## config.mk

```make
export PLATFORM = sky130hd
export DESIGN_NAME = regop_top
export DESIGN_NICKNAME = d
export VERILOG_FILES = /design/src/verilog/regop_pkg.sv /design/src/verilog/regop_top.sv /design/src/verilog/axil_reg_out.sv /design/src/verilog/regop_exec.sv /design/src/verilog/reg_file.sv /design/src/verilog/axil_cmd_in.sv
export SDC_FILE = /design/constraint.sdc
export NUM_CORES = 2
export LEC_CHECK = 0
export ABC_AREA = 1
export BUFFER_PORTS_ARGS = -buffer_cell sky130_fd_sc_hd__buf_2
export CORE_ASPECT_RATIO = 0.9
export CORE_MARGIN = 4
export CORE_UTILIZATION = 23
export DETAILED_ROUTE_END_ITERATION = 16
export HOLD_SLACK_MARGIN = 0.06
export PLACE_DENSITY_LB_ADDON = 0.08
export REMOVE_ABC_BUFFERS = 1
export SYNTH_ARGS = -nofsm -noshare
export SYNTH_HDL_FRONTEND = slang
export SYNTH_SLANG_ARGS = --single-unit
```

## constraint.sdc

```tcl
create_clock -name clk -period 3.3 [get_ports clk]
set_input_delay 0.33 -clock clk [delete_from_list [all_inputs] [get_ports clk]]
set_output_delay 0.33 -clock clk [all_outputs]
set_load 0.02 [all_outputs]
```

## src/verilog/regop_pkg.sv

```systemverilog
package regop_pkg;

	// Word and register index sizes fixed by the instruction format
	localparam int WORD_W   = 32;
	localparam int IDX_W    = 5;
	localparam int NUM_REGS = 2 ** IDX_W;
	localparam int ADDR_W   = 8;

	// Opcode in instruction bits 31..28, codes 9 to 15 are illegal
	typedef enum logic [3:0] {
		OP_ADD = 4'd0,
		OP_SUB = 4'd1,
		OP_AND = 4'd2,
		OP_OR  = 4'd3,
		OP_XOR = 4'd4,
		OP_SLT = 4'd5,
		OP_SLL = 4'd6,
		OP_SRL = 4'd7,
		OP_LDI = 4'd8
	} alu_op_t;

	typedef enum logic [1:0] {
		EX_IDLE,
		EX_OPERANDS,
		EX_WRITE
	} exec_state_t;

	////////////////////////////////////////
	// Address map
	////////////////////////////////////////
	localparam logic [ADDR_W-1:0] INSTR_ADDR      = 8'h00;
	localparam logic [ADDR_W-1:0] CLEAR_ADDR      = 8'h04;
	localparam logic [ADDR_W-1:0] REG_WINDOW_LAST = 8'h7C;

	////////////////////////////////////////
	// Instruction fields
	////////////////////////////////////////
	localparam int OP_MSB  = 31;
	localparam int OP_LSB  = 28;
	localparam int RS_MSB  = 25;
	localparam int RS_LSB  = 21;
	localparam int RT_MSB  = 20;
	localparam int RT_LSB  = 16;
	localparam int RD_MSB  = 15;
	localparam int RD_LSB  = 11;
	localparam int SH_MSB  = 10;
	localparam int SH_LSB  = 6;
	localparam int IMM_MSB = 15;
	localparam int IMM_LSB = 0;

	// AXI response codes
	localparam logic [1:0] RESP_OKAY   = 2'b00;
	localparam logic [1:0] RESP_SLVERR = 2'b10;

endpackage
```

## src/verilog/regop_top.sv

```systemverilog
`timescale 1ns/1ps

module regop_top (
	input  logic                         clk,
	input  logic                         rst_n,
	input  logic [regop_pkg::ADDR_W-1:0] awaddr,
	input  logic                         awvalid,
	output logic                         awready,
	input  logic [regop_pkg::WORD_W-1:0] wdata,
	input  logic                         wvalid,
	output logic                         wready,
	output logic [1:0]                   bresp,
	output logic                         bvalid,
	input  logic                         bready,
	input  logic [regop_pkg::ADDR_W-1:0] araddr,
	input  logic                         arvalid,
	output logic                         arready,
	output logic [regop_pkg::WORD_W-1:0] rdata,
	output logic [1:0]                   rresp,
	output logic                         rvalid,
	input  logic                         rready
);
	import regop_pkg::*;

	logic              cmd_valid;
	logic              cmd_clear;
	logic [WORD_W-1:0] cmd_instr;
	logic              cmd_done;
	logic [IDX_W-1:0]  rd_addr_a;
	logic [IDX_W-1:0]  rd_addr_b;
	logic [WORD_W-1:0] rd_data_a;
	logic [WORD_W-1:0] rd_data_b;
	logic              wr_en;
	logic [IDX_W-1:0]  wr_addr;
	logic [WORD_W-1:0] wr_data;
	logic              clear;
	logic [IDX_W-1:0]  host_addr;
	logic [WORD_W-1:0] host_data;

	////////////////////////////////////////
	// Write side
	////////////////////////////////////////
	axil_cmd_in u_cmd_in (
		.clk(clk), .rst_n(rst_n),
		.awaddr(awaddr), .awvalid(awvalid), .awready(awready),
		.wdata(wdata), .wvalid(wvalid), .wready(wready),
		.bresp(bresp), .bvalid(bvalid), .bready(bready),
		.cmd_valid(cmd_valid), .cmd_clear(cmd_clear),
		.cmd_instr(cmd_instr), .cmd_done(cmd_done)
	);

	regop_exec u_exec (
		.clk(clk), .rst_n(rst_n),
		.cmd_valid(cmd_valid), .cmd_clear(cmd_clear), .cmd_instr(cmd_instr),
		.rd_addr_a(rd_addr_a), .rd_addr_b(rd_addr_b),
		.rd_data_a(rd_data_a), .rd_data_b(rd_data_b),
		.wr_en(wr_en), .wr_addr(wr_addr), .wr_data(wr_data),
		.clear(clear), .cmd_done(cmd_done)
	);

	reg_file u_reg_file (
		.clk(clk), .rst_n(rst_n),
		.rd_addr_a(rd_addr_a), .rd_addr_b(rd_addr_b), .host_addr(host_addr),
		.wr_en(wr_en), .wr_addr(wr_addr), .wr_data(wr_data), .clear(clear),
		.rd_data_a(rd_data_a), .rd_data_b(rd_data_b), .host_data(host_data)
	);

	// Read side
	axil_reg_out u_reg_out (
		.clk(clk), .rst_n(rst_n),
		.araddr(araddr), .arvalid(arvalid), .arready(arready),
		.rdata(rdata), .rresp(rresp), .rvalid(rvalid), .rready(rready),
		.host_addr(host_addr), .host_data(host_data)
	);

endmodule

```

## src/verilog/axil_reg_out.sv

```systemverilog
`timescale 1ns/1ps

module axil_reg_out (
	input  logic                         clk,
	input  logic                         rst_n,
	input  logic [regop_pkg::ADDR_W-1:0] araddr,
	input  logic                         arvalid,
	output logic                         arready,
	output logic [regop_pkg::WORD_W-1:0] rdata,
	output logic [1:0]                   rresp,
	output logic                         rvalid,
	input  logic                         rready,
	output logic [regop_pkg::IDX_W-1:0]  host_addr,
	input  logic [regop_pkg::WORD_W-1:0] host_data
);
	import regop_pkg::*;

	logic ar_hs;
	logic in_range;

	assign arready   = !rvalid;
	assign ar_hs     = arvalid && arready;
	// Word index from the byte address
	assign host_addr = araddr[IDX_W+1:2];
	assign in_range  = (araddr <= REG_WINDOW_LAST);

	// R beat held until the host takes it
	always_ff @(posedge clk or negedge rst_n)
	begin
		if (!rst_n)
		begin
			rvalid <= 1'b0;
			rresp  <= RESP_OKAY;
		end
		else if (ar_hs)
		begin
			rvalid <= 1'b1;
			rresp  <= in_range ? RESP_OKAY : RESP_SLVERR;
		end
		else if (rvalid && rready)
		begin
			rvalid <= 1'b0;
		end
	end

	always_ff @(posedge clk)
	begin
		if (ar_hs)
			rdata <= in_range ? host_data : '0;
	end

endmodule

```

## src/verilog/regop_exec.sv

```systemverilog
`timescale 1ns/1ps

module regop_exec (
	input  logic                         clk,
	input  logic                         rst_n,
	input  logic                         cmd_valid,
	input  logic                         cmd_clear,
	input  logic [regop_pkg::WORD_W-1:0] cmd_instr,
	output logic [regop_pkg::IDX_W-1:0]  rd_addr_a,
	output logic [regop_pkg::IDX_W-1:0]  rd_addr_b,
	input  logic [regop_pkg::WORD_W-1:0] rd_data_a,
	input  logic [regop_pkg::WORD_W-1:0] rd_data_b,
	output logic                         wr_en,
	output logic [regop_pkg::IDX_W-1:0]  wr_addr,
	output logic [regop_pkg::WORD_W-1:0] wr_data,
	output logic                         clear,
	output logic                         cmd_done
);
	import regop_pkg::*;

	exec_state_t state;
	exec_state_t phase;

	logic                   clr_q;
	alu_op_t                op_q;
	logic [IDX_W-1:0]       rt_q;
	logic [IDX_W-1:0]       rd_q;
	logic [SH_MSB:SH_LSB]   shamt_q;
	logic [IMM_MSB:IMM_LSB] imm_q;
	logic [WORD_W-1:0]      opa_q;
	logic [WORD_W-1:0]      opb_q;
	logic [WORD_W-1:0]      alu_res;

	// A command in flight is the operand cycle
	assign phase = cmd_valid ? EX_OPERANDS : state;

	// Source registers straight from the held instruction
	assign rd_addr_a = cmd_instr[RS_MSB:RS_LSB];
	assign rd_addr_b = cmd_instr[RT_MSB:RT_LSB];

	////////////////////////////////////////
	// State and operand latch
	////////////////////////////////////////
	always_ff @(posedge clk or negedge rst_n)
	begin
		if (!rst_n)
		begin
			state <= EX_IDLE;
			clr_q <= 1'b0;
		end
		else
		begin
			case (phase)
				EX_OPERANDS:
				begin
					state <= EX_WRITE;
					clr_q <= cmd_clear;
				end
				EX_WRITE: state <= EX_IDLE;
				default:  state <= EX_IDLE;
			endcase
		end
	end

	always_ff @(posedge clk)
	begin
		if (phase == EX_OPERANDS)
		begin
			op_q    <= alu_op_t'(cmd_instr[OP_MSB:OP_LSB]);
			rt_q    <= cmd_instr[RT_MSB:RT_LSB];
			rd_q    <= cmd_instr[RD_MSB:RD_LSB];
			shamt_q <= cmd_instr[SH_MSB:SH_LSB];
			imm_q   <= cmd_instr[IMM_MSB:IMM_LSB];
			opa_q   <= rd_data_a;
			opb_q   <= rd_data_b;
		end
	end

	////////////////////////////////////////
	// ALU
	////////////////////////////////////////
	always_comb
	begin
		case (op_q)
			OP_ADD: alu_res = opa_q + opb_q;
			OP_SUB: alu_res = opa_q - opb_q;
			OP_AND: alu_res = opa_q & opb_q;
			OP_OR:  alu_res = opa_q | opb_q;
			OP_XOR: alu_res = opa_q ^ opb_q;
			OP_SLT: alu_res = ($signed(opa_q) < $signed(opb_q)) ? WORD_W'(1) : '0;
			// Shifts act on rt
			OP_SLL: alu_res = opb_q << shamt_q;
			OP_SRL: alu_res = opb_q >> shamt_q;
			OP_LDI: alu_res = {{(WORD_W - (IMM_MSB - IMM_LSB + 1)){1'b0}}, imm_q};
			default: alu_res = '0;
		endcase
	end

	// Load immediate targets rt instead of rd
	assign wr_addr  = (op_q == OP_LDI) ? rt_q : rd_q;
	assign wr_data  = alu_res;
	assign wr_en    = (state == EX_WRITE) && !clr_q;
	assign clear    = (state == EX_WRITE) && clr_q;
	assign cmd_done = (state == EX_WRITE);

endmodule

```

## src/verilog/reg_file.sv

```systemverilog
`timescale 1ns/1ps

module reg_file (
	input  logic                         clk,
	input  logic                         rst_n,
	input  logic [regop_pkg::IDX_W-1:0]  rd_addr_a,
	input  logic [regop_pkg::IDX_W-1:0]  rd_addr_b,
	input  logic [regop_pkg::IDX_W-1:0]  host_addr,
	input  logic                         wr_en,
	input  logic [regop_pkg::IDX_W-1:0]  wr_addr,
	input  logic [regop_pkg::WORD_W-1:0] wr_data,
	input  logic                         clear,
	output logic [regop_pkg::WORD_W-1:0] rd_data_a,
	output logic [regop_pkg::WORD_W-1:0] rd_data_b,
	output logic [regop_pkg::WORD_W-1:0] host_data
);
	import regop_pkg::*;

	logic [WORD_W-1:0] bank [NUM_REGS];

	// Register 0 is an ordinary writable register
	always_ff @(posedge clk or negedge rst_n)
	begin
		if (!rst_n)
		begin
			for (int i = 0; i < NUM_REGS; i++)
				bank[i] <= '0;
		end
		else if (clear)
		begin
			for (int i = 0; i < NUM_REGS; i++)
				bank[i] <= '0;
		end
		else if (wr_en)
		begin
			bank[wr_addr] <= wr_data;
		end
	end

	// Combinational read ports
	assign rd_data_a = bank[rd_addr_a];
	assign rd_data_b = bank[rd_addr_b];
	// Host port sees the value before a same-cycle write
	assign host_data = bank[host_addr];

endmodule

```

## src/verilog/axil_cmd_in.sv

```systemverilog
`timescale 1ns/1ps

module axil_cmd_in (
	input  logic                          clk,
	input  logic                          rst_n,
	input  logic [regop_pkg::ADDR_W-1:0] awaddr,
	input  logic                          awvalid,
	output logic                          awready,
	input  logic [regop_pkg::WORD_W-1:0] wdata,
	input  logic                          wvalid,
	output logic                          wready,
	output logic [1:0]                    bresp,
	output logic                          bvalid,
	input  logic                          bready,
	output logic                          cmd_valid,
	output logic                          cmd_clear,
	output logic [regop_pkg::WORD_W-1:0] cmd_instr,
	input  logic                          cmd_done
);
	import regop_pkg::*;

	logic       pending;
	logic       accept;
	logic       op_legal;
	logic [3:0] opcode;

	// Address and data are taken together in one beat
	assign accept  = awvalid && wvalid && !pending && !bvalid;
	assign awready = accept;
	assign wready  = accept;

	assign opcode   = wdata[OP_MSB:OP_LSB];
	assign op_legal = (opcode <= OP_LDI);

	////////////////////////////////////////
	// Decode and B channel
	////////////////////////////////////////
	always_ff @(posedge clk or negedge rst_n)
	begin
		if (!rst_n)
		begin
			cmd_valid <= 1'b0;
			cmd_clear <= 1'b0;
			pending   <= 1'b0;
			bvalid    <= 1'b0;
			bresp     <= RESP_OKAY;
		end
		else
		begin
			cmd_valid <= 1'b0;
			if (bvalid && bready)
				bvalid <= 1'b0;
			if (accept)
			begin
				if (awaddr == INSTR_ADDR && op_legal)
				begin
					cmd_valid <= 1'b1;
					cmd_clear <= 1'b0;
					pending   <= 1'b1;
				end
				else if (awaddr == CLEAR_ADDR)
				begin
					cmd_valid <= 1'b1;
					cmd_clear <= 1'b1;
					pending   <= 1'b1;
				end
				else
				begin
					// Bad opcode or unmapped address, answer at once
					bvalid <= 1'b1;
					bresp  <= RESP_SLVERR;
				end
			end
			// Executor finished, retire the write
			if (cmd_done)
			begin
				pending <= 1'b0;
				bvalid  <= 1'b1;
				bresp   <= RESP_OKAY;
			end
		end
	end

	always_ff @(posedge clk)
	begin
		if (accept)
			cmd_instr <= wdata;
	end

endmodule

```

# [After elaboration in Yosys (flattened, before gate mapping)]
# Cells that the tools add are included.
[classes] add_sub_neg=2 n_lt_le_gt_ge=8 n_eq_ne=13 shift=2 mux=39 bitwise_logic=7 reduce_logical=24
[ops] op="$mux 1024" n=2
[ops] op="$bwmux 1024" n=1
[ops] op="$bmux 32 s5" n=3
[ops] op="$pmux 32 s9" n=1
[ops] op="$mux 32" n=7
[ops] op="$demux 32 s5" n=1
[ops] op="$add 32x32->32" n=1
[ops] op="$and 32x32->32" n=1
[ops] op="$lt 32x32->1" n=1
[ops] op="$or 32x32->32" n=1
[ops] op="$shl 32x5->32" n=1
[ops] op="$shr 32x5->32" n=1
[ops] op="$sub 32x32->32" n=1
[ops] op="$xor 32x32->32" n=1
[ops] op="$ge 6x6->1 const B" n=4
[ops] op="$not 5->6" n=4
[ops] op="$eq 4x3->1 const B" n=4
[ops] op="$mux 1" n=16
[ops] op="$mux 2" n=7
[ops] op="$logic_and 1x1->1" n=10
[ops] op="$eq 4x2->1 const B" n=2
[ops] op="$eq 8x3->1 const B" n=1
[ops] op="$le 8x7->1 const B" n=1
[ops] op="$logic_not 8->1" n=1
[ops] op="14 further kinds" n=22
[totals] ff_bits=1199 inputBits=55 out_inout_bits=41 word_cells=145

# [Logic depth before layout (Yosys ltp)]
[depth] depth_word=10 depth_mapped=18 depth_no_buf=17

# [Hierarchy]
# A second synthesis with hierarchy kept.
[unflattened] hier_cells=13256 area_unflattened_um2=85479.5
[modules_own_cells] mod="reg_file" n_inst=1 cells_each=10888 area_each_um2=70022.2 seq_area_each_um2=25624.6
[modules_own_cells] mod="regop_exec" n_inst=1 cells_each=2172 area_each_um2=12764.7 seq_area_each_um2=2722.6
[modules_own_cells] mod="axil_reg_out" n_inst=1 cells_each=124 area_each_um2=1415.1 seq_area_each_um2=1011.0
[modules_own_cells] mod="axil_cmd_in" n_inst=1 cells_each=72 area_each_um2=1277.5 seq_area_each_um2=1086.0

# [Worst setup path before layout]
# No wires, ideal clock.
[synth_path] path_kind="register to output" start="reg u_cmd_in.bvalid" end="out wready" arrival_ps=3597 required_ps=2970 slack_ps=-627 path_stages_with_launch=3 path_buffers=1 path_cell_list="dfrtp_1 > nor3_1 > buf_4"
[synth_between] elab_chain_len=2
[synth_rtl] item="start, declared" line_no="axil_cmd_in.sv:13" rtl="output logic bvalid,"
[synth_rtl] item="start signal, assigned" line_no="axil_cmd_in.sv:45" rtl="bvalid <= 1'b0;"
[synth_rtl] item="start signal, assigned" line_no="axil_cmd_in.sv:52" rtl="bvalid <= 1'b0;"
[synth_rtl] item="start signal, assigned" line_no="axil_cmd_in.sv:70" rtl="bvalid <= 1'b1;"
[synth_rtl] item="$logic_not 1->1" line_no="axil_cmd_in.sv:28" rtl="assign accept = awvalid && wvalid && !pending && !bvalid;"
[synth_rtl] item="$logic_and 1x1->1" line_no="axil_cmd_in.sv:28"
[synth_rtl] item="end, declared" line_no="regop_top.sv:11" rtl="output logic wready,"
# Every way passes these cells.

# [Final worst setup path]
[layout_path] start="reg u_cmd_in.cmd_instr[16] (netlist bit)" end="reg u_exec.opb_q[9], data pin"
[layout_between] elab_chain_len=4
[layout_rtl] item="start, declared" line_no="axil_cmd_in.sv:17" rtl="output logic [regop_pkg::WORD_W-1:0] cmd_instr,"
[layout_rtl] item="start signal, assigned" line_no="axil_cmd_in.sv:87" rtl="cmd_instr <= wdata;"
[layout_rtl] item="$not 5->6 (not written as such)" line_no="reg_file.sv:42" rtl="assign rd_data_b = bank[rd_addr_b];"
[layout_rtl] item="$bmux 32 s5" line_no="reg_file.sv:42"
[layout_rtl] item="$mux 32 (not written as such) (2 in a row)" line_no="reg_file.sv:42"
[layout_rtl] item="net rd_data_b[9]" line_no="regop_top.sv:32" rtl="logic [WORD_W-1:0] rd_data_b;"
[layout_rtl] item="end signal, assigned" line_no="regop_exec.sv:75" rtl="opb_q <= rd_data_b;"
[layout_rtl] item="end, declared" line_no="regop_exec.sv:31" rtl="logic [WORD_W-1:0] opb_q;"
# The timed path passes the listed nets, and every way through them passes these cells. The select of a mux whose other input is x is not followed.
# A chain may end at the register's enable or synchronous reset.

==> run metrics <==
placed insts 16600; Leak 44.6 nW; CP arrival 4.04 ns; Ports 96; H-tree depth 4; Worst setup EP type flop; first-pass GRT wire length 744000 um; top cells by area, synth dfrtp_1 (32%), nand2_1 (18%), o21ai_0 (11%); GRT Max-Usage Layer met2; failing checks negative setup slack; Max Root-Sink Buffers 4; Tmin final 3.33 ns; final instance area 97200 um^2; Clock Latency Late Sink 0.91 ns; Max Clock Skew 0.0884 ns; area of the core 347000 um^2; drt first pass iters 8; worst hold path class input pin to flop; fin crit share 1.01; Hold Vio Cnt, Final 0; Num Clock Sinks 1184; Die W 631 um; CTS tree done; Slew @ Worst Pin 1.14 ns; met3 GRT Util 0.0613; DRT antenna net count 0; Final Max Tran Viols 0; final RePlAce weighted congestion 0.926; relative slew slack 0.240; PnR worst setup slack -0.0317 ns; sequential fraction of the synthesis area 0.379; Initial Utilization 0.231; Die ar. 358000 um^2; fmax 0.300 GHz; pin count of the biggest net entering global routing 115; Synth area leader dfrtp_1; Clock transition at path regs 0.06 ns; share of the synthesized area in the top cell type 0.322; Max rail drop VDD 345 uV; pwr dens 391 nW/um^2; Worst EP required 4.00 ns; Num CTS Buffers 163; Unique masters post-synth 49; synthesized netlist cell count 12100; drt initial violations 14600; drc violations 0; Post-Syn Area 80300 um^2; Most used DFF post-synth dfrtp_1; layout cells sized above 1 0.0991; Layout area overhead 21.1%; Nets 12300; FF+latch count, synth 1184; RSZ-0062 raised after global routing true; chip height 568 um; met1 Usage GRT 0.411; total global routing overflow 0; Post-synth ARST share 0.872; Cell Count, Final, Fillers Out 16900; syn_area_per_cell 6.61 um^2; Ys Warns 0; crit start category flop; count leader, synth nand2_1; Commonest cells post-synth nand2_1 (3843), o21ai_0 (1795), nor2_1 (1483); grt met2 use 0.427; worst-path fanout max 48; Setup TNS -0.0317 ns; port buffer count 91; antenna violations before repair 52; routed via count 94800; Avg WL per Cell 32.2 um; post-DP HPWL 345000 um; number of global-route vias before repair 88500; final wirelength 546000 um; DP Area 91200 um^2; Post-synth EDFFs 151; status finished, violations left; fillers 37700; WS Path Type flop to flop; power consumption 38.0 mW; Root Driver clkbuf_16; max-cap check violation count 0; global-route usage over all layers 0.292; Site Rows 205; setup violators final 1; vias per inst 5.59
-- cell usage in the layout (no fill, tap or decap), drive strengths merged, types with 16 or more instances in the layout --
| cell | synthesis | final |
|---|---|---|
| nor2 | 1492 | 1492 |
| clkinv | 5 | 41 |
| a2bb2oi | 16 | 16 |
| nand4 | 32 | 32 |
| dlygate4sd3 | 0 | 46 |
| nand3 | 636 | 636 |
| and2 | 16 | 16 |
| a22oi | 21 | 21 |
| o221ai | 386 | 386 |
| a31oi | 126 | 126 |
| clkbuf | 700 | 252 |
| edfxtp | 151 | 151 |
| inv | 534 | 534 |
| o21ai | 1801 | 1801 |
| diode | 0 | 16 |
| o211ai | 113 | 113 |
| buf | 330 | 822 |
| nor3 | 35 | 35 |
| dfrtp | 1033 | 1033 |
| nand2 | 3843 | 3843 |
| o22ai | 181 | 181 |
| a21oi | 535 | 535 |
| ha | 96 | 96 |
-- registers in the layout, summed over array words and instances (netlist names) --
register	count
u_reg_out.rresp	1
u_reg_out.rdata	32
u_exec.clr_q	1
u_cmd_in.pending	1
u_exec.opb_q	32
u_reg_out.rvalid	1
u_exec.state	1
u_cmd_in.bvalid	1
u_exec.op_q	4
u_exec.rt_q	5
u_cmd_in.bresp	1
u_exec.imm_q	16
u_cmd_in.cmd_instr	30
u_cmd_in.cmd_clear	1
u_reg_file.bank	1024
u_exec.opa_q	32
u_cmd_in.cmd_valid	1
-- metrics by stage --
stage / utilization / worst slack, ns / hold WS, ns
5_1_grt: 0.280 / -0.00760 / 0.140
3_3_place_gp: 0.263 / -0.167 / 0.309
6_report: 0.280 / -0.0317 / 0.108
4_1_cts: 0.279 / 0.0452 / 0.0634
3_5_place_dp: 0.263 / -0.111 / 0.327
2_1_floorplan: - / -18.98 / 0.0344
-- cells by family after synthesis --
kind of cell	share of synthesized area
xor+xnor	0.000218
other cells	0.0000467
flops	0.379
buf+inv	0.0780
simple gates	0.297
fa+ha+maj	0.0155
compound gates	0.230
-- repair_timing --
| action | in CTS | in global routing |
|---|---|---|
| cloned | 1 | 1 |
| hold buffers | 46 | 0 |
| gates resized for setup | 2 | 18 |
| endpoints found under the setup margin | 64 | 273 |
| endpoints found under the hold margin | 763 | 0 |
| buffers inserted | 1 | 7 |
| pin swaps | 1 | 3 |
-- report_power, final --
| group | leakage, nW | switching (mW) | internal (mW) |
|---|---|---|---|
| clock | 2.59 | 7.82 | 10.5 |
| combinational | 26.2 | 3.48 | 1.27 |
| sequential | 15.8 | 0.0380 | 14.9 |
| total | 44.6 | 11.3 | 26.6 |
-- layout make-up --
class                           count  area, um^2  share of cell area
Antenna cell                       16        40.0            0.000412
Timing Repair Buffer              870        9540              0.0982
Multi-Input combinational cell   9390       44000               0.453
Tap cell                         4657        5830              0.0600
Inverter                          539        2100              0.0217
Clock inverter                     42         429             0.00442
Sequential cell                  1184       30400               0.313
Clock buffer                      251        4830              0.0497
-- path summary, 6_finish.rpt --
| path | startpoint | end | slack [ns] | cells past startpoint |
|---|---|---|---|---|
| min in group asynchronous | rst_n | u_reg_file.bank[461] | 0.35 | 3 |
| max in group asynchronous | rst_n | u_reg_file.bank[259] | 2.05 | 3 |
| worst min register to register | u_cmd_in.cmd_instr[31] | u_exec.op_q[3] | 0.41 | 0 |
| worst min-delay path | awaddr[4] | u_cmd_in.bresp[1] | 0.11 | 7 |
| worst max-delay path | u_cmd_in.cmd_instr[16] | u_exec.opb_q[9] | -0.03 | 12 |
| worst max register to register | u_cmd_in.cmd_instr[16] | u_exec.opb_q[9] | -0.03 | 12 |
-- metal layers --
metal,up-vias,share of wire
met2,6060,0.42
met4,12,0.050
met3,1218,0.097
met1,46800,0.44
met5,-,0.00017
li1,40700,-
-- critical path, stage by stage, from the launching register on --
cell and delay, ns:
edfxtp_1 0.52, buf_4 0.30, buf_12 0.30, buf_4 0.42
nor2_1 0.09, nor2_1 0.11, a21oi_1 0.07, a21oi_1 0.14
o21ai_0 0.18, nand2_1 0.12, nor2_1 0.04, a31oi_1 0.52
buf_4 0.28
Note: power is estimated with default switching activity, not from simulation.
